$ cat src/hdl/tcb_lite_pkg.sv
// TCB-Lite shared definitions
// bus widths, request and response structs, the subordinate
// address map and the register block offsets used by the
// two-subordinate interconnect

package tcb_lite_pkg;

    ////////////////////////////////////////////////////////////////////////////
    // bus widths
    ////////////////////////////////////////////////////////////////////////////

    // byte address
    localparam int unsigned ADR_W = 32;
    // data word
    localparam int unsigned DAT_W = 32;
    // one enable per data byte
    localparam int unsigned BYT_W = DAT_W / 8;

    ////////////////////////////////////////////////////////////////////////////
    // request and response
    ////////////////////////////////////////////////////////////////////////////

    // manager to subordinate, 70 bits
    typedef struct packed {
        logic             wen;  // write enable
        logic             ren;  // read enable
        logic [ADR_W-1:0] adr;  // byte address
        logic [BYT_W-1:0] byt;  // byte enables
        logic [DAT_W-1:0] wdt;  // write data
    } tcb_req_t;

    // subordinate to manager, 33 bits, valid one cycle after transfer
    typedef struct packed {
        logic [DAT_W-1:0] rdt;  // read data
        logic             err;  // bus error
    } tcb_rsp_t;

    ////////////////////////////////////////////////////////////////////////////
    // subordinates and address map
    ////////////////////////////////////////////////////////////////////////////

    localparam int unsigned SUB_N = 2;
    localparam int unsigned SUB_L = 1;

    // demultiplexer port indices
    localparam logic [SUB_L-1:0] MEM_IDX = 1'd0;
    localparam logic [SUB_L-1:0] REG_IDX = 1'd1;

    // memory window, size in bytes and a power of two
    localparam logic [ADR_W-1:0] MEM_BASE = 32'h0000_0000;
    localparam int unsigned      MEM_SIZE = 4096;
    localparam logic [ADR_W-1:0] MEM_MASK = ~(ADR_W'(MEM_SIZE - 1));

    // register window, four words
    localparam logic [ADR_W-1:0] REG_BASE = 32'h0001_0000;
    localparam int unsigned      REG_SIZE = 16;
    localparam logic [ADR_W-1:0] REG_MASK = ~(ADR_W'(REG_SIZE - 1));

    // memory depth in words
    localparam int unsigned MEM_DEPTH = MEM_SIZE / 4;

    ////////////////////////////////////////////////////////////////////////////
    // register block
    ////////////////////////////////////////////////////////////////////////////

    // word offsets within the register window, offset 3 unmapped
    localparam int unsigned REG_SCRATCH = 0;
    localparam int unsigned REG_ID      = 1;
    localparam int unsigned REG_WCOUNT  = 2;

    // read-only identification word
    localparam logic [DAT_W-1:0] REG_ID_VALUE = 32'h7c81_0001;

endpackage
$ cat src/hdl/tcb_lite_decoder.sv
// TCB-Lite address decoder
// maps the manager address onto a subordinate index and answers
// addresses outside both windows with a bus error of its own

`timescale 1ns/10ps

module tcb_lite_decoder (
    input  logic                                sub,
    input  logic                                rst,
    input  logic                                up_vld,
    input  tcb_lite_pkg::tcb_req_t              up_req,
    output logic                                up_rdy,
    output tcb_lite_pkg::tcb_rsp_t              up_rsp,
    output logic                                mid_vld,
    output tcb_lite_pkg::tcb_req_t              mid_req,
    input  logic                                mid_rdy,
    input  tcb_lite_pkg::tcb_rsp_t              mid_rsp,
    output logic [tcb_lite_pkg::SUB_L-1:0]      sel
);

    logic hit_mem;
    logic hit_reg;
    logic miss;
    logic miss_q;

    // window compare, base aligned to size
    assign hit_mem = (up_req.adr & tcb_lite_pkg::MEM_MASK) == tcb_lite_pkg::MEM_BASE;
    assign hit_reg = (up_req.adr & tcb_lite_pkg::REG_MASK) == tcb_lite_pkg::REG_BASE;
    assign miss    = ~hit_mem & ~hit_reg;

    // request path, blocked on a miss
    assign sel     = hit_reg ? tcb_lite_pkg::REG_IDX : tcb_lite_pkg::MEM_IDX;
    assign mid_vld = up_vld & ~miss;
    assign mid_req = up_req;
    // a miss is taken at once
    assign up_rdy  = miss ? 1'b1 : mid_rdy;

    // remember the miss for the response cycle
    always_ff @(posedge sub) begin
        if (rst) begin
            miss_q <= 1'b0;
        end else begin
            miss_q <= up_vld & miss;
        end
    end

    // error response replaces whatever the demultiplexer shows
    always_comb begin
        up_rsp = mid_rsp;
        if (miss_q) begin
            up_rsp.rdt = '0;
            up_rsp.err = 1'b1;
        end
    end

    // the two windows never overlap for a transfer
    a_no_double_hit: assert property (
        @(posedge sub) disable iff (rst) up_vld && up_rdy |-> !(hit_mem && hit_reg)
    ) else $error("address %h hits both windows", up_req.adr);

endmodule

$ cat config.mk
export PLATFORM = sky130hd
export DESIGN_NAME = tcb_lite_decoder
export DESIGN_NICKNAME = d
export VERILOG_FILES = /design/src/hdl/tcb_lite_pkg.sv /design/src/hdl/tcb_lite_decoder.sv
export SDC_FILE = /design/constraint.sdc
export NUM_CORES = 1
export LEC_CHECK = 0
export CAP_MARGIN = 30
export CORE_AREA = 4 4 80 82
export DETAILED_ROUTE_END_ITERATION = 8
export DIE_AREA = 0 0 84 86
export DONT_BUFFER_PORTS = 1
export PLACE_DENSITY = 0.3
export SETUP_SLACK_MARGIN = 0.15
export SLEW_MARGIN = 20
export SYNTH_ARGS = -nofsm -noshare
export SYNTH_HDL_FRONTEND = slang
export SYNTH_SLANG_ARGS = --single-unit
$ cat constraint.sdc
create_clock -name sub -period 2.42 [get_ports sub]
set_input_delay 0.121 -clock sub [delete_from_list [all_inputs] [get_ports sub]]
set_output_delay 0.121 -clock sub [all_outputs]
set_load 0.01 [all_outputs]
## Yosys cells after proc, flatten, opt, wreduce, memory -nomap -nowiden

Cells that the tools add are included.

- Register bits: 1
- Bits in latches: 0
- Bits in writable memories: 0
- Bits in read-only memories: 0
- Bits of input ports: 107
- Output and inout port bits: 106
- Logic and storage cells: 12
- Memories: 0

- $add $sub $neg: 0
- Multiply operators: 0
- Div/mod/pow operators: 0
- Order comparisons: 0
- Equality and inequality tests: 1
- Shift operators: 0
- Mux-type cells: 3
- Bitwise gates (word level): 6
- Reduce and logical (&&, ||, !) cells: 1

Operator list:

| kind | number |
|---|---|
| 33-bit 2-to-1 mux | 1 |
| 32-bit logical NOT | 1 |
| 28-bit by 13-bit equality test with 1-bit output (second input constant) | 1 |
| 1-bit AND | 3 |
| 1-bit NOT | 3 |
| 1-bit 2-to-1 mux | 2 |

## Logic depth before layout (Yosys ltp)

- Depth in word-level cells: 5
- Depth in mapped cells: 3
- Mapped depth without buffers: 3

## Worst setup path before layout

Ideal clock, no wire load.

- Path type: input-to-output
- From: input port up_req[49] (netlist name)
- To: output port mid_vld
- Arrival: 1.011 ns
- Path slack: 1.288 ns
- Cell stages on the path: 3
- Path buffers: 0
- Cells stage by stage: or4_4 > nor2_4 > and4_1

- Longest elaborated chain between the ends: 5
- Elaborated cells between the ends (all ways): 7
- Those cells by class: 1 x eq/ne; 5 x bitwise; 1 x reduce/logical

RTL lines:

| what | line | source |
|---|---|---|
| start: declaration | tcb_lite_decoder.sv:11 | `input tcb_lite_pkg::tcb_req_t up_req,` |
| 28-bit by 13-bit equality test with 1-bit output / 32-bit logical NOT (equally long branches) | tcb_lite_decoder.sv:28, tcb_lite_decoder.sv:27 |  |
| 1-bit NOT | tcb_lite_decoder.sv:29 | `assign miss = ~hit_mem & ~hit_reg;` |
| 1-bit AND * | tcb_lite_decoder.sv:29 |  |
| 1-bit NOT * | tcb_lite_decoder.sv:33 | `assign mid_vld = up_vld & ~miss;` |
| 1-bit AND * | tcb_lite_decoder.sv:33 |  |
| end: declaration | tcb_lite_decoder.sv:14 | `output logic mid_vld,` |

Mark *: on every way between the ends. The rest lies on a longest branch, timed or not.

## Worst setup path in the final report

Same ends and word-level chain as after synthesis.

==> summary.txt <==
STA
  • Slew of the pin with the lowest slew margin: 396.1 ps
  • Achievable frequency: 862.8 MHz
  • Number of max-slew violations in the final report: 0
  • Ratio of final minimum period to clock period: 0.4789
  • Setup violation total in the final timing report: 0
  • RSZ-0062 raised after global routing: no
  • Time the final worst path needs with I/O delays and setup: 1159 ps
  • Setup_tns: 0 ps
  • Max-slew headroom: 0.7335
  • Fin. Hold Viols: 0

Synth
  • Most frequent cells after synthesis: sky130_fd_sc_hd__buf_4 (70), sky130_fd_sc_hd__nor2b_1 (32), sky130_fd_sc_hd__nor4_1 (4)
  • Yosys warns: 0
  • Simple logic cell fraction of the synthesized area: 0.3460
  • Post-synthesis cell type with the largest combined area: sky130_fd_sc_hd__buf_4
  • Async SR Flop Fraction: 0
  • Fraction of the yosys area taken by sequential cells: 0.02260
  • Number of synthesized register bits: 1
  • Mux share of post-synthesis cell area: 0
  • Post-synthesis adder-cell area fraction: 0
  • Cell types with the largest area share after synthesis: sky130_fd_sc_hd__buf_4 (59%), sky130_fd_sc_hd__nor2b_1 (23%), sky130_fd_sc_hd__nor4_1 (2.8%)
  • EDFF count, synth: 0
  • Distinct cells, synth: 15
  • Compound-cell area share of the yosys netlist: 0.02119
  • Total standard cell area after synthesis: 885.9 um^2
  • Post-Synth XOR/XNOR Area: 0
  • Post-synth top area share: 0.5932
  • Most common cell in the synthesized netlist: sky130_fd_sc_hd__buf_4
  • Synth Flop Type: sky130_fd_sc_hd__dfxtp_1
  • Post-synthesis average cell area: 7.202 um^2
  • Synthesized netlist cell count: 123
  • Synthesized netlist net count: 230
  • Main combinational cell family by area after synthesis: buffers and inverters

Critical path
  • Maximum fanout encountered on the critical timing path: 4
  • Required time of the critical path: 2300 ps
  • Crit Path Category: input port to primary output
  • Critical path launch point: up_req[49]
  • Kind of start point of the critical path: input port
  • Endpoint kind of the worst setup timing path: primary output
  • CP arrival: 1040 ps

Placed design
  • Final GP Congestion: 0.6081
  • Placed wire-length estimate after detailed placement: 2107 um
  • Number of buffers inserted by port buffering: 0

Power
  • Total power of the final layout: 0.08039 mW
  • Power spent charging and discharging nets: 0.04120 mW
  • PD cells: 178.5 nW/um^2
  • Comb pwr share: 0.777
  • P_leak: 0.1409 nW
  • Total internal power: 0.03918 mW
  • Proportion of power drawn by the clock network: 0
  • Worst-case vdd ir drop: 0.00008649 V
  • Sequential power share: 0.223
  • Share of total power consumed by net switching: 0.5126

Die
  • Area of the core: 5746 um^2
  • Die X-Extent: 84 um
  • Number of top-level pins: 213
  • Number of placement rows: 28
  • Die Span Y: 86 um
  • Floorplan die area: 7224 um^2
  • Starting density of the core: 0.1542

Global route
  • Via count of the first global-routing pass: 536
  • Largest net degree at the start of global routing: 34
  • Global-route total usage across every layer: 0.04929
  • Global-route wire length before repair: 2987 um
  • GRT overflow: 0
  • Antenna violations before repair: 0

Job
  • Max-capacitance violation count: 0

Routing
  • Wire length per cell after detailed routing: 17.85 um
  • Number of routed nets with antenna violations: 0
  • Post-detailed-route DRC marker count: 0
  • Routed wire length: 2249 um
  • Via count: 513
  • DR vias/cell: 4.071
  • Drt first-iter violations: 1
  • Detailed Routing Iterations Pass 1: 3

Layout
  • # diodes: 0
  • Number of flip-flops in the largest register: 1
  • Post-synthesis to final-layout area growth: -49.15%
  • Layout cell share with drive strength beyond 1: 0.09804
  • Fin nets: 160
  • Regs by FF count: miss_q (1)
  • Register containing the most flip-flops in the final layout: miss_q

Clock network
  • Clock slew seen by the registers of the worst setup and hold paths: 0 ps
  • CTS-repair resized insts: 0
  • Hold_buf cts: 0
  • Number of buffers added for setup after CTS: 0

Hold path
  • Worst hold path class: input port to flop
  • Startpoint of the tightest hold check path: rst

Outcome
  • Run status: finished, final reports clean
## final cells by class
type	count	area, um^2
repair buffers	1	7.507
well taps	75	93.84
multi-input cells	48	325.3
fillers	677	5295
inverters	1	3.754
flip-flops and latches	1	20.02
## power groups by stage
stage | logic, mW | clock network [mW] | registers (mW)
after floorplan | 0.175 | 0 | 0.0187
after global placement | 0.0663 | 0 | 0.0179
after detailed placement | 0.0648 | 0 | 0.0179
after CTS | 0.0644 | 0 | 0.0179
after global routing | 0.0678 | 0 | 0.0180
final | 0.0625 | 0 | 0.0179
## final timing paths
path  endpoint  slack [ps]  cells after the start
max    mid_vld        1260                      3
min     miss_q         200                      1
## layout by cell type, fill, tap and decap left out
cell type	netlist	routed
sky130_fd_sc_hd__nand4b_1	1	1
sky130_fd_sc_hd__dfxtp_1	1	1
sky130_fd_sc_hd__inv_1	1	1
sky130_fd_sc_hd__nor4_1	4	4
sky130_fd_sc_hd__or2_2	1	1
sky130_fd_sc_hd__or4_4	2	2
sky130_fd_sc_hd__a21bo_1	1	1
sky130_fd_sc_hd__buf_4	70	1
sky130_fd_sc_hd__nor3_1	1	1
sky130_fd_sc_hd__a311oi_1	1	1
sky130_fd_sc_hd__and4_1	1	1
sky130_fd_sc_hd__nor2_4	1	1
sky130_fd_sc_hd__and3_1	3	3
sky130_fd_sc_hd__nor2b_1	32	32
## routing by layer
| layer | vias to the layer above | global-route usage | part of all wire |
|---|---|---|---|
| met1 | 212 | 0.04489 | 0.29 |
| met2 | 122 | 0.08460 | 0.46 |
| met3 | 2 | 0.04611 | 0.25 |
| li1 | 177 | - | - |
| met5 | - | 0 | 0 |
| met4 | 0 | 0.004386 | 0.0036 |
## through the flow
stage | hold WS, ps | utilization | worst slack [ps] | instance area [um^2] | std cells
2_1_floorplan | 197.6 | - | 1288 | 885.9 | 123
3_3_place_gp | 200.6 | 0.07840 | 1253 | 450.4 | 126
3_5_place_dp | 202.3 | 0.07840 | 1249 | 450.4 | 126
4_1_cts | 202.3 | 0.07840 | 1245 | 450.4 | 126
5_1_grt | 203.7 | 0.07840 | 1170 | 450.4 | 126
6_report | 200.4 | 0.07840 | 1261 | 450.4 | 126
## kinds of logic (layout without fill, tap and decap cells)
kind of cell / after synthesis / count (layout)
compound gates: 2 / 2
buf+inv: 74 / 2
flops: 1 / 1
simple gates: 46 / 46
## critical path, stage by stage
cell and delay [ps]:
sky130_fd_sc_hd__or4_4 520, sky130_fd_sc_hd__nor2_4 140, sky130_fd_sc_hd__and4_1 250
No activity file was read; power rests on OpenSTA's default activity.
