**src/hdl/tcb_lite_pkg.sv**
```systemverilog
// TCB-Lite shared definitions
// bus widths, request and response structs, the subordinate
// address map and the register block offsets used by the
// two-subordinate interconnect

package tcb_lite_pkg;

    ////////////////////////////////////////////////////////////////////////////
    // bus widths
    ////////////////////////////////////////////////////////////////////////////

    // byte address
    localparam int unsigned ADR_W = 32;
    // data word
    localparam int unsigned DAT_W = 32;
    // one enable per data byte
    localparam int unsigned BYT_W = DAT_W / 8;

    ////////////////////////////////////////////////////////////////////////////
    // request and response
    ////////////////////////////////////////////////////////////////////////////

    // manager to subordinate, 70 bits
    typedef struct packed {
        logic             wen;  // write enable
        logic             ren;  // read enable
        logic [ADR_W-1:0] adr;  // byte address
        logic [BYT_W-1:0] byt;  // byte enables
        logic [DAT_W-1:0] wdt;  // write data
    } tcb_req_t;

    // subordinate to manager, 33 bits, valid one cycle after transfer
    typedef struct packed {
        logic [DAT_W-1:0] rdt;  // read data
        logic             err;  // bus error
    } tcb_rsp_t;

    ////////////////////////////////////////////////////////////////////////////
    // subordinates and address map
    ////////////////////////////////////////////////////////////////////////////

    localparam int unsigned SUB_N = 2;
    localparam int unsigned SUB_L = 1;

    // demultiplexer port indices
    localparam logic [SUB_L-1:0] MEM_IDX = 1'd0;
    localparam logic [SUB_L-1:0] REG_IDX = 1'd1;

    // memory window, size in bytes and a power of two
    localparam logic [ADR_W-1:0] MEM_BASE = 32'h0000_0000;
    localparam int unsigned      MEM_SIZE = 4096;
    localparam logic [ADR_W-1:0] MEM_MASK = ~(ADR_W'(MEM_SIZE - 1));

    // register window, four words
    localparam logic [ADR_W-1:0] REG_BASE = 32'h0001_0000;
    localparam int unsigned      REG_SIZE = 16;
    localparam logic [ADR_W-1:0] REG_MASK = ~(ADR_W'(REG_SIZE - 1));

    // memory depth in words
    localparam int unsigned MEM_DEPTH = MEM_SIZE / 4;

    ////////////////////////////////////////////////////////////////////////////
    // register block
    ////////////////////////////////////////////////////////////////////////////

    // word offsets within the register window, offset 3 unmapped
    localparam int unsigned REG_SCRATCH = 0;
    localparam int unsigned REG_ID      = 1;
    localparam int unsigned REG_WCOUNT  = 2;

    // read-only identification word
    localparam logic [DAT_W-1:0] REG_ID_VALUE = 32'h7c81_0001;

endpackage
```
**src/hdl/tcb_lite_demultiplexer.sv**
```systemverilog
// TCB-Lite demultiplexer
// one upstream port to IFN downstream ports; the request goes to the
// port given by sel, the response is taken from the port that
// accepted the previous transfer (fixed one cycle delay)

`timescale 1ns/10ps

module tcb_lite_demultiplexer #(
    parameter int unsigned IFN = tcb_lite_pkg::SUB_N
)(
    input  logic                            sub,
    input  logic                            rst,
    // port select, valid together with up_vld
    input  logic [tcb_lite_pkg::SUB_L-1:0]  sel,
    // upstream, manager side
    input  logic                            up_vld,
    input  tcb_lite_pkg::tcb_req_t          up_req,
    output logic                            up_rdy,
    output tcb_lite_pkg::tcb_rsp_t          up_rsp,
    // downstream, subordinate side
    output logic                            dn_vld [IFN-1:0],
    output tcb_lite_pkg::tcb_req_t          dn_req [IFN-1:0],
    input  logic                            dn_rdy [IFN-1:0],
    input  tcb_lite_pkg::tcb_rsp_t          dn_rsp [IFN-1:0]
);

    ////////////////////////////////////////////////////////////////////////////
    // control
    ////////////////////////////////////////////////////////////////////////////

    logic                           trn;
    logic [tcb_lite_pkg::SUB_L-1:0] rsp_sel;

    // transfer on the upstream port
    assign trn = up_vld & up_rdy;

    // response select follows the request select by one transfer
    always_ff @(posedge sub) begin
        if (rst) begin
            rsp_sel <= tcb_lite_pkg::MEM_IDX;
        end else if (trn) begin
            rsp_sel <= sel;
        end
    end

    ////////////////////////////////////////////////////////////////////////////
    // request
    ////////////////////////////////////////////////////////////////////////////

    // vld only to the selected port, payload to all of them
    for (genvar i = 0; i < IFN; i++) begin : gen_req
        assign dn_vld[i] = (int'(sel) == i) ? up_vld : 1'b0;
        assign dn_req[i] = up_req;
    end

    ////////////////////////////////////////////////////////////////////////////
    // response
    ////////////////////////////////////////////////////////////////////////////

    // back-pressure from the current target
    assign up_rdy = dn_rdy[sel];

    // response from the target of the previous transfer
    assign up_rsp = dn_rsp[rsp_sel];

    ////////////////////////////////////////////////////////////////////////////
    // checks
    ////////////////////////////////////////////////////////////////////////////

    // a stalled request must be held by the manager
    a_req_stable: assert property (
        @(posedge sub) disable iff (rst) up_vld && !up_rdy |=> $stable(up_req)
    ) else $error("request changed while stalled");

    // select must name an existing port
    a_sel_range: assert property (
        @(posedge sub) disable iff (rst) up_vld |-> int'(sel) < IFN
    ) else $error("select %0d out of range", sel);

endmodule

```
**config.mk**
```make
export PLATFORM = sky130hd
export DESIGN_NAME = tcb_lite_demultiplexer
export DESIGN_NICKNAME = d
export VERILOG_FILES = /design/src/hdl/tcb_lite_pkg.sv /design/src/hdl/tcb_lite_demultiplexer.sv
export SDC_FILE = /design/constraint.sdc
export NUM_CORES = 1
export LEC_CHECK = 0
export BUFFER_PORTS_ARGS = -buffer_cell sky130_fd_sc_hd__clkbuf_2
export CORE_AREA = 2 2 122 124
export DETAILED_ROUTE_END_ITERATION = 7
export DIE_AREA = 0 0 124 126
export GPL_TIMING_DRIVEN = 0
export PLACE_DENSITY = 0.49
export SLEW_MARGIN = 25
export SYNTH_ARGS = -nofsm -noshare
export SYNTH_HDL_FRONTEND = slang
export SYNTH_SLANG_ARGS = --single-unit
```
**constraint.sdc**
```tcl
create_clock -name sub -period 2 [get_ports sub]
set_input_delay 0.3 -clock sub [delete_from_list [all_inputs] [get_ports sub]]
set_output_delay 0.3 -clock sub [all_outputs]
set_load 0.005 [all_outputs]
```
## Word level (Yosys, flattened, before mapping)

Cells that the tools add are included.

- Div/mod/pow operators: 0
- Shift operators: 0
- Equal/unequal tests: 0
- $lt $le $gt $ge: 2
- Multiply operators: 0
- Reduce and logical (&&, ||, !) cells: 0
- Mux-type cells: 6
- Add/subtract/negate cells: 0
- Bitwise operators: 1

Operator list:

| kind | count |
|---|---|
| 33-bit 2-to-1 mux | 2 |
| 1-bit by 2-bit less-than comparator with 1-bit output (second input constant) | 2 |
| 1-bit 2-to-1 mux | 4 |
| 1-bit AND | 1 |

- Output and inout bits: 176
- Input port bits: 142
- Latch bits: 0
- Register bits: 1
- Word-level logic and storage cells: 10
- Memories kept: 0
- Bits in writable memories: 0
- ROM bits: 0

## Logic depth before layout (Yosys ltp)

Gate-level depths: netlist of run 1.

- Depth after elaboration: 3
- Depth in mapped cells: 3
- Gate-level depth less buffers: 2

## Worst setup path after synthesis of run 1

OpenSTA, ideal clock, no wires.

- Path type: register -> output
- Start: register rsp_sel
- End: output up_rsp[10] (netlist name)
- Required time: 1.700 ns
- Cell stages (with the launch flop): 4
- Path slack: 0.810 ns
- Arrival time: 0.890 ns
- Path buffers: 2
- Cells stage by stage: dfxtp_1 buf_6 buf_12 mux2_4

RTL lines:

| item | line | RTL |
|---|---|---|
| start, declared | tcb_lite_demultiplexer.sv:32 | `logic [tcb_lite_pkg::SUB_L-1:0] rsp_sel;` |
| start signal, assigned | tcb_lite_demultiplexer.sv:40 | `rsp_sel <= tcb_lite_pkg::MEM_IDX;` |
| start signal, assigned | tcb_lite_demultiplexer.sv:42 | `rsp_sel <= sel;` |
| end, declared | tcb_lite_demultiplexer.sv:19 | `output tcb_lite_pkg::tcb_rsp_t up_rsp,` |

==> flow_metrics.py, run 1 <==
metrics = {
    "cts": {
        "cts.repair_timing.setup_buffer_count": 0,
        "cts.reportedPaths.clkPinSlew_ns": 0,
        "postCtsHoldBufs": 0,
        "post_cts.resized_instances": 0,
        "clock_latency_ns": 0,
    },
    "grt": {
        "grt_start_max_net_pins": 11,
        "grtUsageTotal": 0.0615,
        "global_route_wire_length_before_repair_um": 7660,
        "overflow": 0,
        "number_of_global_route_vias_before_repair": 1633,
        "antenna_found_initial": 0,
    },
    "worst_setup_path": {
        "worst_ep_required_time_ns": 1.70,
        "crit_fanout": 10,
        "worst_setup_path_start_kind": "register",
        "critPathKind": "reg -> out",
        "ff2ff_path_depth": 3,
        "critPathArrivalTime_ns": 1.09,
        "type_of_destination_of_the_critical_path": "output pin",
    },
    "power": {
        "p_leak_uw": 0.00197,
        "pwr_dens_mw_per_mm2": 201,
        "peakVddDrop_mv": 0.0713,
    },
    "final_layout": {
        "layout_commonest_cell": "sky130_fd_sc_hd__clkbuf_2",
        "register_ranked_first_by_flip_flop_count": "rsp_sel",
        "fillers": 1606,
        "post-route-util": 0.220,
        "fin_nets": 575,
        "finish.cell_count_without_fillers": 615,
        "area_delta_synth_final_pct": 87.4,
        "reg.largest.list": "rsp_sel (1)",
        "diodes": 0,
        "final_layout_size_suffix_gt1_frac": 0.991,
        "largest_register_ffs": 1,
        "commonest_cells_after_routing_fill_and_taps_aside": "sky130_fd_sc_hd__clkbuf_2, sky130_fd_sc_hd__buf_4, sky130_fd_sc_hd__mux2_4",
    },
    "die": {
        "core_footprint_mm2": 0.0143,
        "placementRows": 44,
        "die_h_um": 126,
        "ios": 318,
        "dieArea_mm2": 0.0156,
        "start_util": 0.117,
        "die_width_um": 124,
    },
    "timing": {
        "final_max_slew_viol_count": 0,
        "tns_ns": 0,
        "finalSetupViolations": 0,
        "period_share": 0.693,
        "grt_setup_unrepaired": "no",
        "maxClockFrequency_ghz": 0.721,
        "worstMarginPinSlew_ns": 0.247,
        "final_hold_viol_count": 0,
        "postLayoutSetupSlackWorst_ns": 0.614,
        "fin_clk_skew_ns": 0,
        "timing.max_slew.rel_slack": 0.835,
        "finalWorstPathRequiredPeriod_ns": 1.39,
    },
    "yosys": {
        "yosys-top-cells-area": "sky130_fd_sc_hd__buf_4, sky130_fd_sc_hd__mux2_4, sky130_fd_sc_hd__buf_12, sky130_fd_sc_hd__mux2_2, sky130_fd_sc_hd__dfxtp_1",
        "ys_seq_area_frac": 0.0119,
        "synth.net_count": 326,
        "number_of_warnings_issued_by_yosys": 0,
        "synth.avg_cell_area_um2": 9.12,
        "synth_largest_area_cell": "sky130_fd_sc_hd__buf_4",
        "synthesis.area_mm2": 0.00168,
        "syn_inst": 184,
        "synth.ff_latch_count": 1,
        "synth_cell_type_count": 11,
        "synth_top_cell_area_share": 0.626,
    },
    "routing": {
        "1st_pass_router_iterations": 2,
        "residual_drc": 0,
        "detail_route.wl_per_cell_um": 9.87,
        "final_antenna_net_count": 0,
        "met3RoutedLength_um": 939,
        "route.met2.wl_um": 3560,
        "drt-total-wl_um": 6070,
        "dr.first_iter.drc_count": 6,
        "maxUsedRoutingLayer": "met3",
        "via_count": 1880,
        "viasPerCell": 3.06,
        "wl_met1_um": 1580,
    },
    "min_path": {
        "hold_path_depth": 2,
        "worstHoldPathType": "in -> reg",
    },
    "status": {
        "outcome": "completed",
    },
    "placement": {
        "finalWeightedCongestion": 0.682,
        "detailed_place_hpwl_um": 5840,
        "placed_cells": 615,
        "dp_slack_ns": 0.580,
        "port_buffers": 247,
    },
    "flow_run": {
        "max_cap_violations": 0,
    },
}
[kinds of logic after synthesis]
logic type | count (synthesis) | synth area share
buffers and inverters | 144 | 0.669
muxes | 34 | 0.295
and+or+nand+nor | 3 | 0.00970
AOI/OAI and AO/OA | 2 | 0.0142
DFF | 1 | 0.0119
[through the flow]
stage	hold slack, ns	cell area (um^2)	power, uW
4_1_cts	0.480	3140	649
3_3_place_gp	0.484	3140	645
2_1_floorplan	0.369	1680	361
5_1_grt	0.494	3140	689
6_report	0.484	3140	633
3_5_place_dp	0.479	3140	646
[report_power, final]
part,internal (uW),switching [uW]
logic,422,189
clock network,0,0
registers,21.1,0.305
[synth_stat cells]
cell type and n:
sky130_fd_sc_hd__buf_4 140, sky130_fd_sc_hd__mux2_4 30, sky130_fd_sc_hd__mux2_2 4, sky130_fd_sc_hd__buf_12 3, sky130_fd_sc_hd__a2111oi_2 1, sky130_fd_sc_hd__a21oi_2 1, sky130_fd_sc_hd__and2_1 1, sky130_fd_sc_hd__buf_6 1
sky130_fd_sc_hd__dfxtp_1 1, sky130_fd_sc_hd__nor2_1 1, sky130_fd_sc_hd__nor2b_1 1
[routing by layer]
metal  track usage  up-vias
met2         0.147      174
met3        0.0118        0
met5             0        -
li1              -      941
met1        0.0494      765
met4             0        0
[cell type report]
type,instances,area [um^2],area share
Timing Repair Buffer,247,1240,0.393
Buffer,144,1120,0.357
Multi-Input combinational cell,39,536,0.170
Tap cell,184,230,0.0732
Sequential cell,1,20.0,0.00637
[final timing paths]
check                        from                   end  slack, ns
min                           rst  rsp_sel$_SDFFE_PP0P_       0.48
max          rsp_sel$_SDFFE_PP0P_            up_rsp[14]       0.61
min reg2reg  rsp_sel$_SDFFE_PP0P_  rsp_sel$_SDFFE_PP0P_       0.66
max reg2reg  rsp_sel$_SDFFE_PP0P_  rsp_sel$_SDFFE_PP0P_       1.06
[worst max-delay path, cell delays in order (launching register included)]
cell,delay (ns)
sky130_fd_sc_hd__dfxtp_1,0.30
sky130_fd_sc_hd__buf_6,0.17
sky130_fd_sc_hd__buf_12,0.16
sky130_fd_sc_hd__mux2_4,0.30
sky130_fd_sc_hd__clkbuf_2,0.15
Note: power is estimated with default switching activity, not from simulation.
==> run 2, diff against run 1 <==
Settings changed: CORE_AREA 2 2 122 124 to 2 2 123 125, DIE_AREA 0 0 124 126 to 0 0 125 127, PLACE_DENSITY 0.49 to 0.5.
Clock period 2 ns to 1.2 ns, I/O delays scaled along.
==> run 2 against run 1 <==
  * The run now ends with negative setup slack left
  * Register-to-register slack got worse by 0.93 ns
  * Clock skew unchanged
  * Global-route usage shrank 0.75 points
  * Core utilization rose by 0.25 points
  * Final cell count grew 0.65%
  * Critical path type unchanged
  * Critical endpoint is now up_rsp[2]
  * Highest routed layer is now met4
==> flow_metrics.py, run 2 (synthesis gave the netlist of run 1 again) <==
metrics = {
    "status": {
        "outcome": "finished with violations",
        "failed_checks": "negative setup slack",
    },
    "worst_setup_path": {
        "critPathArrivalTime_ns": 1.04,
        "crit_fanout": 10,
        "worst_ep_required_time_ns": 1.02,
        "critPathKind": "reg -> out",
        "worst_setup_path_start_kind": "register",
        "type_of_destination_of_the_critical_path": "output pin",
        "ff2ff_path_depth": 4,
    },
    "final_layout": {
        "largest_register_ffs": 1,
        "post-route-util": 0.222,
        "reg.largest.list": "rsp_sel (1)",
        "final_layout_size_suffix_gt1_frac": 0.993,
        "area_delta_synth_final_pct": 91.0,
        "multiInputGateArea_um2": 536,
        "fin_nets": 579,
        "layout_commonest_cell": "sky130_fd_sc_hd__clkbuf_2",
        "register_ranked_first_by_flip_flop_count": "rsp_sel",
        "fillers": 1626,
        "seq_area_um2": 21.3,
        "diodes": 0,
        "commonest_cells_after_routing_fill_and_taps_aside": "sky130_fd_sc_hd__clkbuf_2, sky130_fd_sc_hd__buf_4, sky130_fd_sc_hd__mux2_4",
    },
    "placement": {
        "detailed_place_hpwl_um": 5090,
        "finalWeightedCongestion": 0.662,
        "port_buffers": 247,
    },
    "die": {
        "core_footprint_mm2": 0.0144,
        "die_h_um": 127,
        "ios": 318,
        "die_width_um": 125,
        "dieArea_mm2": 0.0159,
        "placementRows": 44,
        "start_util": 0.116,
    },
    "grt": {
        "top_usage_layer": "met2",
        "grtUsageMet3": 0.0130,
        "number_of_global_route_vias_before_repair": 1710,
        "global_route_wire_length_before_repair_um": 7500,
        "grtUsageTotal": 0.0540,
        "antenna_found_initial": 0,
        "gr-usage-met2": 0.120,
        "overflow": 0,
        "gr-usage-met1": 0.0515,
        "grt_start_max_net_pins": 11,
    },
    "routing": {
        "residual_drc": 0,
        "final_antenna_net_count": 0,
        "dr.first_iter.drc_count": 10,
        "drt-total-wl_um": 5320,
        "detail_route.wl_per_cell_um": 8.60,
        "via_count": 1909,
        "viasPerCell": 3.08,
        "1st_pass_router_iterations": 4,
    },
    "timing": {
        "fin_clk_skew_ns": 0,
        "final_hold_viol_count": 0,
        "finalWorstPathRequiredPeriod_ns": 1.22,
        "timing.max_slew.rel_slack": 0.813,
        "fin_hold_ws_ns": 0.350,
        "grt_setup_unrepaired": "yes",
        "postLayoutSetupSlackWorst_ns": -0.0212,
        "final_max_slew_viol_count": 0,
        "worstMarginPinSlew_ns": 0.280,
        "maxClockFrequency_ghz": 0.819,
        "finalSetupViolations": 16,
        "tns_ns": -0.165,
        "period_share": 1.02,
    },
    "power": {
        "pwr_dens_mw_per_mm2": 330,
        "peakVddDrop_mv": 0.198,
        "p_leak_uw": 0.00200,
    },
    "min_path": {
        "worstHoldPathType": "in -> reg",
        "hold_path_depth": 2,
    },
    "cts": {
        "clock_latency_ns": 0,
        "postCtsHoldBufs": 0,
        "cts.reportedPaths.clkPinSlew_ns": 0,
    },
    "flow_run": {
        "max_cap_violations": 0,
    },
}
## run 2: per-layer routing
layer | vias up | wire [um]
met4 | 0 | 19
met3 | 2 | 785
met5 | - | 0
li1 | 950 | -
met1 | 782 | 1490
met2 | 175 | 3030
## run 2: path summary, 6_finish.rpt
kind | start | to | slack, ns
worst min-delay path | rst | rsp_sel$_SDFFE_PP0P_ | 0.35
worst min register to register | rsp_sel$_SDFFE_PP0P_ | rsp_sel$_SDFFE_PP0P_ | 0.81
worst max-delay path | rsp_sel$_SDFFE_PP0P_ | up_rsp[2] | -0.02
worst max register to register | rsp_sel$_SDFFE_PP0P_ | rsp_sel$_SDFFE_PP0P_ | 0.13
## run 2: power breakdown
group	leakage [uW]	internal [uW]	switching (uW)
registers	0.00000860	35.5	0.958
logic	0.00199	717	304
clock network	0	0	0
total	0.00200	752	305
## run 2: worst max-delay path, stage by stage, from the launching register on
cell                       delay (ns)
sky130_fd_sc_hd__dfxtp_2         0.32
sky130_fd_sc_hd__buf_12          0.14
sky130_fd_sc_hd__buf_12          0.15
sky130_fd_sc_hd__mux2_4          0.31
sky130_fd_sc_hd__clkbuf_2        0.12
## run 2: through the flow
step	setup slack [ns]	instance area, um^2	instances	total power (uW)
floorplan	0.130	1680	184	602
global placement	-0.0725	3140	615	1050
detailed placement	-0.0789	3140	615	1060
CTS	-0.0439	3200	619	1080
global route	-0.0667	3200	619	1140
finish	-0.0212	3200	619	1060
## run 2: repair_timing
action,4_1_cts,5_1_grt
setup endpoints to repair,30,33
setup buffers,3,0
pin swaps,0,0
gates resized for setup,4,0
cloned,1,0
## run 2: cell type report
| type | count | area share |
|---|---|---|
| multi-input combinational | 39 | 0.167 |
| timing repair buffer | 251 | 0.401 |
| tap | 184 | 0.0718 |
| buffer | 144 | 0.353 |
| sequential | 1 | 0.00664 |
