[src/hdl/tcb_lite_pkg.sv]
// TCB-Lite shared definitions
// bus widths, request and response structs, the subordinate
// address map and the register block offsets used by the
// two-subordinate interconnect

package tcb_lite_pkg;

    ////////////////////////////////////////////////////////////////////////////
    // bus widths
    ////////////////////////////////////////////////////////////////////////////

    // byte address
    localparam int unsigned ADR_W = 32;
    // data word
    localparam int unsigned DAT_W = 32;
    // one enable per data byte
    localparam int unsigned BYT_W = DAT_W / 8;

    ////////////////////////////////////////////////////////////////////////////
    // request and response
    ////////////////////////////////////////////////////////////////////////////

    // manager to subordinate, 70 bits
    typedef struct packed {
        logic             wen;  // write enable
        logic             ren;  // read enable
        logic [ADR_W-1:0] adr;  // byte address
        logic [BYT_W-1:0] byt;  // byte enables
        logic [DAT_W-1:0] wdt;  // write data
    } tcb_req_t;

    // subordinate to manager, 33 bits, valid one cycle after transfer
    typedef struct packed {
        logic [DAT_W-1:0] rdt;  // read data
        logic             err;  // bus error
    } tcb_rsp_t;

    ////////////////////////////////////////////////////////////////////////////
    // subordinates and address map
    ////////////////////////////////////////////////////////////////////////////

    localparam int unsigned SUB_N = 2;
    localparam int unsigned SUB_L = 1;

    // demultiplexer port indices
    localparam logic [SUB_L-1:0] MEM_IDX = 1'd0;
    localparam logic [SUB_L-1:0] REG_IDX = 1'd1;

    // memory window, size in bytes and a power of two
    localparam logic [ADR_W-1:0] MEM_BASE = 32'h0000_0000;
    localparam int unsigned      MEM_SIZE = 4096;
    localparam logic [ADR_W-1:0] MEM_MASK = ~(ADR_W'(MEM_SIZE - 1));

    // register window, four words
    localparam logic [ADR_W-1:0] REG_BASE = 32'h0001_0000;
    localparam int unsigned      REG_SIZE = 16;
    localparam logic [ADR_W-1:0] REG_MASK = ~(ADR_W'(REG_SIZE - 1));

    // memory depth in words
    localparam int unsigned MEM_DEPTH = MEM_SIZE / 4;

    ////////////////////////////////////////////////////////////////////////////
    // register block
    ////////////////////////////////////////////////////////////////////////////

    // word offsets within the register window, offset 3 unmapped
    localparam int unsigned REG_SCRATCH = 0;
    localparam int unsigned REG_ID      = 1;
    localparam int unsigned REG_WCOUNT  = 2;

    // read-only identification word
    localparam logic [DAT_W-1:0] REG_ID_VALUE = 32'h7c81_0001;

endpackage
[src/hdl/tcb_lite_registers.sv]
// TCB-Lite control registers
// scratch (read-write), ID (read-only) and write counter (read-only);
// illegal accesses answer with err, and the block stalls one cycle
// after each accepted transfer

`timescale 1ns/10ps

module tcb_lite_registers (
    input  logic                    sub,
    input  logic                    rst,
    input  logic                    vld,
    input  tcb_lite_pkg::tcb_req_t  req,
    output logic                    rdy,
    output tcb_lite_pkg::tcb_rsp_t  rsp
);

    logic [$clog2(tcb_lite_pkg::REG_SIZE)-1:2] ofs;
    logic                                      trn;
    logic                                      acc_err;
    logic                                      wr_ok;
    logic [tcb_lite_pkg::DAT_W-1:0]            rd_val;
    logic [tcb_lite_pkg::DAT_W-1:0]            scratch;
    logic [tcb_lite_pkg::DAT_W-1:0]            wcount;
    logic [tcb_lite_pkg::DAT_W-1:0]            rdt_q;
    logic                                      err_q;
    logic                                      rdy_q;

    assign trn = vld & rdy_q;
    // word offset in the window
    assign ofs = req.adr[$clog2(tcb_lite_pkg::REG_SIZE)-1:2];

    ////////////////////////////////////////////////////////////////////////////
    // decode
    ////////////////////////////////////////////////////////////////////////////

    always_comb begin
        acc_err = 1'b0;
        rd_val  = '0;
        case (ofs)
            tcb_lite_pkg::REG_SCRATCH: rd_val = scratch;
            tcb_lite_pkg::REG_ID: begin
                rd_val  = tcb_lite_pkg::REG_ID_VALUE;
                acc_err = req.wen;
            end
            tcb_lite_pkg::REG_WCOUNT: begin
                rd_val  = wcount;
                acc_err = req.wen;
            end
            // offset 3, nothing there
            default: acc_err = 1'b1;
        endcase
    end

    // only scratch writes get through
    assign wr_ok = trn & req.wen & ~acc_err;

    ////////////////////////////////////////////////////////////////////////////
    // state
    ////////////////////////////////////////////////////////////////////////////

    always_ff @(posedge sub) begin
        if (rst) begin
            scratch <= '0;
            wcount  <= '0;
            err_q   <= 1'b0;
            rdy_q   <= 1'b1;
        end else begin
            // one stall cycle after each transfer
            rdy_q <= ~trn;
            if (trn) begin
                err_q <= acc_err;
            end
            if (wr_ok) begin
                for (int b = 0; b < tcb_lite_pkg::BYT_W; b++) begin
                    if (req.byt[b]) begin
                        scratch[8*b +: 8] <= req.wdt[8*b +: 8];
                    end
                end
                // wraps at 2^32
                wcount <= wcount + 1'b1;
            end
        end
    end

    // zero on errors and on write-only transfers
    always_ff @(posedge sub) begin
        if (trn) begin
            rdt_q <= (req.ren & ~acc_err) ? rd_val : '0;
        end
    end

    assign rdy     = rdy_q;
    assign rsp.rdt = rdt_q;
    assign rsp.err = err_q;

endmodule

[config.mk]
export PLATFORM = sky130hd
export DESIGN_NAME = tcb_lite_registers
export DESIGN_NICKNAME = d
export VERILOG_FILES = /design/src/hdl/tcb_lite_pkg.sv /design/src/hdl/tcb_lite_registers.sv
export SDC_FILE = /design/constraint.sdc
export NUM_CORES = 1
export LEC_CHECK = 0
export BUFFER_PORTS_ARGS = -buffer_cell sky130_fd_sc_hd__buf_2
export CAP_MARGIN = 20
export CORE_ASPECT_RATIO = 0.9
export CORE_MARGIN = 4
export CORE_UTILIZATION = 35
export DETAILED_ROUTE_END_ITERATION = 6
export SYNTH_ARGS = -nofsm -noshare
export SYNTH_HDL_FRONTEND = slang
export SYNTH_SLANG_ARGS = --single-unit
[constraint.sdc]
create_clock -name sub -period 6.15 [get_ports sub]
set_input_delay 0.615 -clock sub [delete_from_list [all_inputs] [get_ports sub]]
set_output_delay 0.615 -clock sub [all_outputs]
set_load 0.05 [all_outputs]
# [Word-level counts from Yosys, hierarchy flattened]
# Cells that the tools add are included.
[classes] add_sub_neg=1 multipliers=0 div_mod_pow=0 n_lt_le_gt_ge=0 eq_ne=2 shifts=0 n_mux=2 n_bitwise=6 n_reduce_logical=6
[ops] operator="one-hot mux 32 bit (3 select lines)" n=1
[ops] operator="adder 32 x 1 -> 32 bit, second input constant" n=1
[ops] operator="AND reduction 2 bit" n=4
[ops] operator="bitwise AND 1 bit" n=4
[ops] operator="== test 2 x 1 -> 1 bit, second input constant" n=1
[ops] operator="== test 2 bit, second input constant" n=1
[ops] operator="logical NOT 2 bit" n=1
[ops] operator="inverter 1 bit" n=2
[ops] operator="one-hot mux 1 bit (2 select lines)" n=1
[ops] operator="OR reduction 2 bit" n=1
[word_totals] register_bits=98 latch_bits=0 mem_bits_rw=0 romBits=0 out_inout_bits=34 wordCells=25 mem_count=0

# [Logic depth before layout (Yosys ltp)]
# Gate-level depths: netlist (run 1).
[depth] word_depth=6 mapped_depth=9

# [Least setup slack after synthesis (run 1)]
# Ideal clock, no wire load.
[synth_timing] kind="input to register" from="input port req[38] (netlist name)" to="register wcount[28] (netlist name)" setup_ps=121 arrival_ps=2265 slack_ps=3764 cell_stages=7 path_buffers=1 path_cell_list="inv_1 ha_1 and4b_1 clkbuf_1 nand3_1 nor4_1 mux2_2"
[synth_between] elab_chain_cells=5
[synth_rtl] item="from (decl)" line_no="tcb_lite_registers.sv:12" source="input tcb_lite_pkg::tcb_req_t req,"
[synth_rtl] item="== test 2 bit / == test 2 x 1 -> 1 bit (equally long branches)" line_no="tcb_lite_registers.sv:39" source="case (ofs)"
[synth_rtl] item="OR reduction 2 bit (no line)"
[synth_rtl] item="one-hot mux 1 bit (2 select lines) (*)" line_no="tcb_lite_registers.sv:39"
[synth_rtl] item="inverter 1 bit (*)" line_no="tcb_lite_registers.sv:55" source="assign wr_ok = trn & req.wen & ~acc_err;"
[synth_rtl] item="bitwise AND 1 bit (*)" line_no="tcb_lite_registers.sv:55"
[synth_rtl] item="to (signal assigned)" line_no="tcb_lite_registers.sv:80" source="wcount <= wcount + 1'b1;"
[synth_rtl] item="to (decl)" line_no="tcb_lite_registers.sv:23" source="logic [tcb_lite_pkg::DAT_W-1:0] wcount;"
# Mark *: on every way between the ends. The rest lies on a longest branch, timed or not.
# A chain may end at the register's enable or synchronous reset.

# [Final worst setup path (run 1)]
# Ends and elaborated chain as after synthesis.

==> metrics.yaml, run 1 <==
status: "finished clean"
hp-class: "reg2reg"
hpwl_mm: 6.87
num_io_pins: 107
wire_per_inst_um: 16.2
syn_nets: 495
ctsHoldBuffers: 0
finClkSkew_ns: 0.00434
whs_path_depth: 2
grt_pass1_vias: 3214
crit_chain: "buf_2 > inv_1 > ha_1 > and4b_1 > nand3_1 > nor4_1 > mux2_2"
die_h_um: 112
drt_iter0_markers: 342
synthFlopType: "dfxtp_1"
ctsHtreeMaxLevel: 3
seq_area_frac_synth: 0.539
synth_common_cells: "77 x nor2_1, 66 x dfxtp_1, 32 x edfxtp_1, 32 x mux2i_1, 24 x a22oi_1"
multi_input_area_mm2: 0.00182
drv_slew: 0
postRouteAntennaNets: 0
tightest_slew_ns: 0.720
cp-end-kind: "flip-flop"
path_clk_slew_ns: 0.06
yosys-top-cells-area: "dfxtp_1 31%, edfxtp_1 23%, mux2i_1 7.6%"
die_w_um: 124
cts_buffer_depth: 2
async_flop_share: 0
fin_util: 0.437
yosys.area.top_type_share: 0.312
postCtsSetupRepairBufs: 0
crit_path_max_fanout: 19
regArea_mm2: 0.00228
setup_viol: 0
rsz0062_at_grt: "no"
fillCellCount: 1106
finalHoldWorstSlack_ns: 0.496
slew_headroom: 0.520
startpoint_type: "primary input"
initial_core_util: 0.364
ff2ff_path_depth: 4
hold_end: "err_q"
reg2reg_from: "rdy"
drc: 0
vdd_drop_max_v: 0.000131
rows: 37
drt_pre_antenna_iters: 4
cts_tree: "yes"
final_nets: 558
yosys.cell_types.count: 35
required_ns: 6.38
clock_sinks: 98
place.gp.congestion: 0.747
synth_edf_count: 32
grt_pass1_wl_mm: 16.6
arrival_ns: 3.33
io_buffers: 76
max-cap-violations: 0
yosysWarnings: 0
cts.repair.resized: 0
hold_start: "err_q"
areaGrowthSynthToFinish_pct: 19.9
antenna_found_initial: 0
postPlaceCellArea_mm2: 0.00473
critPathSlowestCell: "and4b_1"
syn_area_per_cell_um2: 10.2
cts_made_buffers: 9
syn_area_mm2: 0.00423
die_area_mm2: 0.0139
p_per_area_mw_per_mm2: 278
syn_inst: 417
final_area_mm2: 0.00507
finalHoldViolations: 0
crit_type: "in2reg"
clk_latency_ns: 0.34
max_stage_delay_ns: 0.70
coreArea_mm2: 0.0116
yosys.cell_count.top_type: "nor2_1"
fmax_ghz: 0.323
final.setup.tns_ns: 0
grt_max_degree: 69
rr_endpoint: "wcount[28]"
drive_gt1_frac: 0.212
yosys.area.top_type: "dfxtp_1"
period_share: 0.504
min_period_ns: 3.10
vias_per_cell: 5.27
grt_usage: 0.150
synth-seq-cells: 98
vias: 3378
routed_wl_mm: 10.4
overflow: 0
n_antenna_cell: 0
power_leakage_uw: 0.00203
clock_tree.root_cell: "clkbuf_16"
rrSetupSlack_ns: 3.54
## critical path: cells and delay by family
kind | cells | cell delay, ns
and+or+nand+nor | 3 | 1.85
adders and majority gates | 1 | 0.32
muxes | 1 | 0.37
buffers and inverters | 2 | 0.16
## through the flow
stage / setup slack, ns / power (µW) / std cells
after floorplan: 3.76 / 772 / 417
final: 3.05 / 1410 / 641
after CTS: 3.07 / 1420 / 641
after detailed placement: 2.72 / 810 / 625
after global routing: 2.78 / 1460 / 641
after global placement: 2.73 / 809 / 625
## routing by layer
| metal | part of all wire | up-vias | global-route usage |
|---|---|---|---|
| li1 | - | 1667 | - |
| met1 | 0.48 | 1623 | 0.221 |
| met2 | 0.45 | 81 | 0.221 |
| met4 | 0.012 | 0 | 0.0482 |
| met5 | 0 | - | 0 |
| met3 | 0.059 | 7 | 0.0267 |
## cells in the final DEF, fill, tap and decap left out, types with 2 or more instances in the layout
cell and count:
buf_2 76, clkbuf_16 10, ha_1 5, nor2b_1 2
nor2_1 77, or4_1 15, xor2_1 9, buf_4 5
nand3_1 13, and3_1 4, dfxtp_1 66, o21ba_2 2
nor4_1 4, inv_1 5, clkbuf_8 4, nand2b_1 2
o31a_1 2, nand4_1 18, o21ai_0 6, nand2_1 9
a21oi_1 20, mux2i_1 32, a221oi_1 8, o31ai_1 12
mux2_2 2, and2_1 3, edfxtp_1 32, or3_1 7
and4_1 4, a22oi_1 24
## how the worst max path moves through the flow
stage / start / to / slack (ns) / depth (start not counted)
after floorplan: req[38] / wcount[28] / 3.76 / 7
after global placement: req[38] / wcount[28] / 2.73 / 7
after detailed placement: req[38] / wcount[17] / 2.72 / 7
after CTS: req[38] / wcount[28] / 3.07 / 7
after global routing: req[38] / wcount[28] / 2.78 / 7
final: req[38] / wcount[28] / 3.05 / 7
## sequential cells by signal, summed over array words and instances, names as in the netlist
| register | cells |
|---|---|
| scratch | 32 |
| rdy | 1 |
| rdt_q | 32 |
| err_q | 1 |
| wcount | 32 |
## kinds of logic (layout without fill, tap and decap cells)
| family | count (synthesis) | after routing | synth area share |
|---|---|---|---|
| buf+inv | 34 | 102 | 0.0319 |
| compound gates | 75 | 75 | 0.122 |
| simple gates | 162 | 162 | 0.193 |
| fa+ha+maj | 5 | 5 | 0.0148 |
| mux | 34 | 34 | 0.0810 |
| xor+xnor | 9 | 9 | 0.0186 |
| flops | 98 | 98 | 0.539 |
## report_power, final
| part | switching [µW] | total (µW) | internal, µW |
|---|---|---|---|
| clock | 233 | 619 | 385 |
| sequential | 3.97 | 684 | 680 |
| combinational | 83.5 | 110 | 26.6 |
| total | 321 | 1410 | 1090 |
## area by class of cell
class / count / share of cell area
Tap cell: 156 / 0.0385
Clock buffer: 14 / 0.0602
Clock inverter: 2 / 0.00764
Timing Repair Buffer: 81 / 0.0824
Multi-Input combinational cell: 285 / 0.358
Inverter: 5 / 0.00370
Sequential cell: 98 / 0.450
Note: power is estimated with default switching activity, not from simulation.
==> run 2, diff against run 1 <==
ABC_AREA = 1   (was not set)
clock period = 2.7 ns   (was 6.15 ns; I/O delays follow)
==> metrics.yaml, run 2 <==
final_common_cell: "nor2_1"
synth_edf_count: 32
postRouteAntennaNets: 0
finalHoldWorstSlack_ns: 0.177
crit_path_max_fanout: 10
setup_viol: 0
tightest_slew_ns: 0.642
syn_area_per_cell_um2: 7.68
yosysWarnings: 0
synth_common_cells: "128 x nor2_1, 124 x nand2_1, 66 x dfxtp_1, 60 x inv_1, 44 x o21ai_0"
min_period_ns: 1.71
seq_area_frac_synth: 0.503
rsz0062_at_grt: "no"
drt_iter0_markers: 257
final_nets: 741
die_h_um: 116
grt_usage: 0.155
grt_pass1_vias: 3895
drc: 0
rows: 39
drv_slew: 0
finalHoldViolations: 0
yosys.cell_types.count: 32
fmax_ghz: 0.585
path_clk_slew_ns: 0.07
overflow: 0
wire_per_inst_um: 13.6
n_antenna_cell: 0
fin_util: 0.420
grt_pass1_wl_mm: 18.4
hpwl_mm: 8.29
period_share: 0.633
most-common-layout-cells: "128 x nor2_1, 124 x nand2_1, 76 x buf_2"
vias_per_cell: 4.87
async_flop_share: 0
syn_nets: 669
p_per_area_mw_per_mm2: 563
num_io_pins: 107
yosys.cell_count.top_type: "nor2_1"
drive_gt1_frac: 0.165
clk_latency_ns: 0.34
postCtsSetupRepairBufs: 0
io_buffers: 76
status: "finished clean"
areaGrowthSynthToFinish_pct: 17.4
max-cap-violations: 0
die_area_mm2: 0.0149
yosys.area.top_type_share: 0.291
biggestRegsByFlops: "rdt_q (32), scratch (32), wcount (32)"
synth-seq-cells: 98
cts_made_buffers: 9
instances_no_fill: 832
vias: 4051
coreArea_mm2: 0.0127
synthFlopType: "dfxtp_1"
arrival_ns: 1.98
final.setup.tns_ns: 0
yosys-top-cells-area: "dfxtp_1 29%, edfxtp_1 21%, nor2_1 11%"
cp-end-kind: "flip-flop"
die_w_um: 128
grt_max_degree: 55
drt_pre_antenna_iters: 5
vdd_drop_max_v: 0.000297
routed_wl_mm: 11.3
clock_sinks: 98
yosys.area.top_type: "dfxtp_1"
syn_area_mm2: 0.00454
cts.repair.resized: 0
place.gp.congestion: 0.866
cts_tree: "yes"
antenna_found_initial: 0
ctsHoldBuffers: 0
slew_headroom: 0.572
cts_buffer_depth: 2
clock_tree.root_cell: "clkbuf_16"
required_ns: 2.97
startpoint_type: "primary input"
placed_cells: 816
finClkSkew_ns: 0.00808
power_leakage_uw: 0.00210
ctsHtreeMaxLevel: 3
initial_core_util: 0.358
hp-class: "in2reg"
syn_inst: 591
crit_type: "in2reg"
-- run 2: cell types whose count changed in the layout (fill, tap and decap cells not counted), sizes merged, moves of 24 or more --
| cell | delta |
|---|---|
| mux2i | -32 |
| inv | +56 |
| nor2 | +58 |
| o21ai | +39 |
| nand2 | +119 |
| a22oi | -24 |
-- run 2: final timing paths --
path | startpoint | end | slack [ns] | depth (start not counted)
worst max-delay path | req[38] | scratch[3] | 0.99 | 10
worst min-delay path | req[26] | scratch[26] | 0.18 | 3
worst max register to register | rdy | scratch[3] | 0.99 | 6
worst min register to register | wcount[5] | wcount[5] | 0.48 | 2
-- run 2: where the power goes --
part / leakage, µW / switching [µW] / internal, µW
sequential: 0.000855 / 11.0 / 1550
combinational: 0.00111 / 198 / 66.2
clock: 0.000127 / 525 / 646
-- run 2: layout make-up --
| type | count | area, µm² |
|---|---|---|
| clock inverter | 3 | 16.3 |
| clock buffer | 13 | 250 |
| multi-input combinational | 412 | 1920 |
| tap | 164 | 205 |
| timing repair buffer | 81 | 418 |
| sequential | 98 | 2280 |
| inverter | 61 | 229 |
| fill | 1321 | 7360 |
-- run 2: metrics by stage --
stage / setup slack (ns) / power [µW] / cell area, µm²
after CTS: 0.929 / 3030 / 5330
after global routing: 0.814 / 3110 / 5330
final: 0.991 / 3000 / 5330
after global placement: 0.665 / 1860 / 5060
after detailed placement: 0.629 / 1860 / 5060
after floorplan: 0.745 / 1780 / 4540
-- run 2: cell families (layout without fill, tap and decap cells) --
kind of cell	after synthesis	in the layout	share of synthesized area
AND/OR/NAND/NOR	311	311	0.294
flip-flops	98	98	0.503
AO/OA/AOI/OAI	94	94	0.113
buffers and inverters	81	158	0.0728
adder cells (fa/ha/maj)	5	5	0.0138
XOR/XNOR	2	2	0.00386
-- run 2: routing by layer --
metal  up-vias  wire [µm]  GRT usage
met1      1895       5230      0.198
met2        87       5470      0.269
met5         -          0          0
li1       2059          -          -
met3        10        522     0.0378
met4         0         97     0.0318
-- run 2: worst max-delay path, cell delays in order --
cell and delay (ns):
buf_2 0.11, inv_1 0.06, ha_1 0.30, inv_1 0.09, nand3_2 0.08, nor2_4 0.34, nand2_1 0.26, inv_1 0.26
nor2_1 0.08, nor2_1 0.12
==> run 3, diff against run 2 <==
clock period = 1.4 ns   (was 2.7 ns; I/O delays follow)
==> metrics.yaml, run 3 (synthesized netlist as in run 2, its figures left out) <==
rr_endpoint: "wcount[14]"
final_nets: 796
startpoint_type: "flip-flop"
hpwl_mm: 9.33
num_io_pins: 107
place.gp.congestion: 0.883
grt_pass1_wl_mm: 20.3
postPlaceCellArea_mm2: 0.00548
grt_pass1_vias: 4203
overflow: 0
min_period_ns: 1.44
setup_ws_ns: -0.0410
netSwitchingFraction: 0.246
most-common-layout-cells: "115 x nand2_1, 115 x nor2_1, 76 x buf_2"
initial_core_util: 0.358
required_ns: 1.68
crit_path_max_fanout: 3
top_layer: "met4"
crit_chain: "ha_4 > nand2_4 > nor2_4 > nand2_2 > nor2_4 > buf_6 > nand2_4 > o21bai_4 > inv_1 > nor2_1"
drt_pre_antenna_iters: 5
fin_util: 0.479
dpl_worst_slack_ns: -0.314
rrSetupSlack_ns: -0.04
cts_buffer_depth: 2
max-cap-violations: 0
routed_wl_mm: 12.5
pwr-share-seq: 0.495
final_area_mm2: 0.00608
slew_headroom: 0.703
fillCellCount: 1270
grt_max_degree: 58
die_w_um: 128
rsz0062_at_grt: "yes"
internal-power_uw: 4590
vias_per_cell: 4.80
reg2reg_from: "wcount[0]"
power_leakage_uw: 0.00246
ctsHtreeMaxLevel: 3
ctsHoldBuffers: 0
grt_usage: 0.171
clock_tree.root_cell: "clkbuf_16"
cp-end-kind: "flip-flop"
biggestRegsByFlops: "rdt_q (32), scratch (32), wcount (32)"
die_area_mm2: 0.0149
rows: 39
cts_made_buffers: 9
arrival_ns: 1.72
max_stage_delay_ns: 0.36
crit_type: "reg2reg"
hp-class: "in2reg"
clkPwrFrac: 0.410
path_clk_slew_ns: 0.07
setup_viol: 4
power_frac_comb: 0.095
ff2ff_path_depth: 10
drc: 0
placed_cells: 865
vdd_drop_max_v: 0.000592
antenna_found_initial: 0
finClkSkew_ns: 0.00480
postRouteAntennaNets: 0
period_share: 1.03
io_buffers: 76
startpoint: "wcount[0]"
wl_met1_mm: 5.60
n_antenna_cell: 0
drt_iter0_markers: 300
met3WireLength_um: 703
violations: "setup timing"
vias: 4261
tightest_slew_ns: 0.446
drive_gt1_frac: 0.313
critPathSlowestCell: "dfxtp_4"
p_per_area_mw_per_mm2: 999
status: "finished with violations"
die_h_um: 116
cts_tree: "yes"
wl_met2_mm: 6.01
drv_slew: 0
instances_no_fill: 887
multi_input_area_mm2: 0.00213
hold_start: "req[30]"
regArea_mm2: 0.00231
coreArea_mm2: 0.0127
clock_sinks: 98
worstSetupEndpoint: "wcount[14]"
clk_latency_ns: 0.35
areaGrowthSynthToFinish_pct: 34.1
power_switching_uw: 1490
fmax_ghz: 0.694
finalHoldViolations: 0
wire_per_inst_um: 14.1
-- run 3: cell types whose count changed in the layout (fill, tap and decap cells not counted), moves of 8 or more --
cell,before,now
buf_4,5,49
buf_6,0,8
dfxtp_1,66,50
dfxtp_2,0,11
inv_1,60,52
nand2_1,124,115
nand3_1,25,17
nor2_1,128,115
-- run 3: critical path: cells and delay by family (launching register included) --
family | cells | cell delay (ns)
fa+ha+maj | 1 | 0.16
buf+inv | 2 | 0.17
flops | 1 | 0.36
simple gates | 6 | 0.56
compound gates | 1 | 0.12
-- run 3: power groups by stage --
stage	registers [µW]	clock network, µW	logic [µW]
floorplan	3240	0	196
global placement	3080	0	566
detailed placement	3080	0	571
CTS	3020	2540	577
global route	3010	2660	623
finish	3010	2490	578
-- run 3: cell type report --
type,instances,share of cell area
clock buffers,11,0.0399
multi-input cells,412,0.351
inverters,61,0.0387
clock inverters,5,0.00885
well taps,164,0.0337
flip-flops and latches,98,0.381
repair buffers,136,0.148
-- run 3: how the worst min path moves through the flow --
| stage | cells past startpoint | endpoint |
|---|---|---|
| final | 3 | scratch[30] |
| after global routing | 3 | scratch[29] |
| after CTS | 3 | scratch[30] |
| after detailed placement | 3 | scratch[14] |
| after global placement | 3 | scratch[2] |
| after floorplan | 2 | scratch[0] |
-- run 3: per-stage QoR --
stage | total power [µW] | TNS, ns | hold WS [ns]
2_1_floorplan | 3430 | 0 | 0.307
3_3_place_gp | 3640 | -14.26 | 0.396
3_5_place_dp | 3650 | -17.48 | 0.405
4_1_cts | 6130 | -0.00608 | 0.0396
5_1_grt | 6300 | -1.51 | 0.0639
6_report | 6080 | -0.0588 | 0.0397
-- run 3: layer usage --
layer,global-route usage,up-vias
met1,0.214,1969
met2,0.296,108
met5,0,-
met4,0.0467,0
li1,-,2168
met3,0.0429,16
-- run 3: repair_timing --
action                     4_1_cts  5_1_grt
setup endpoints to repair       30       59
pin swaps                       12       21
setup buffers                    3        3
gates resized for setup         30       57
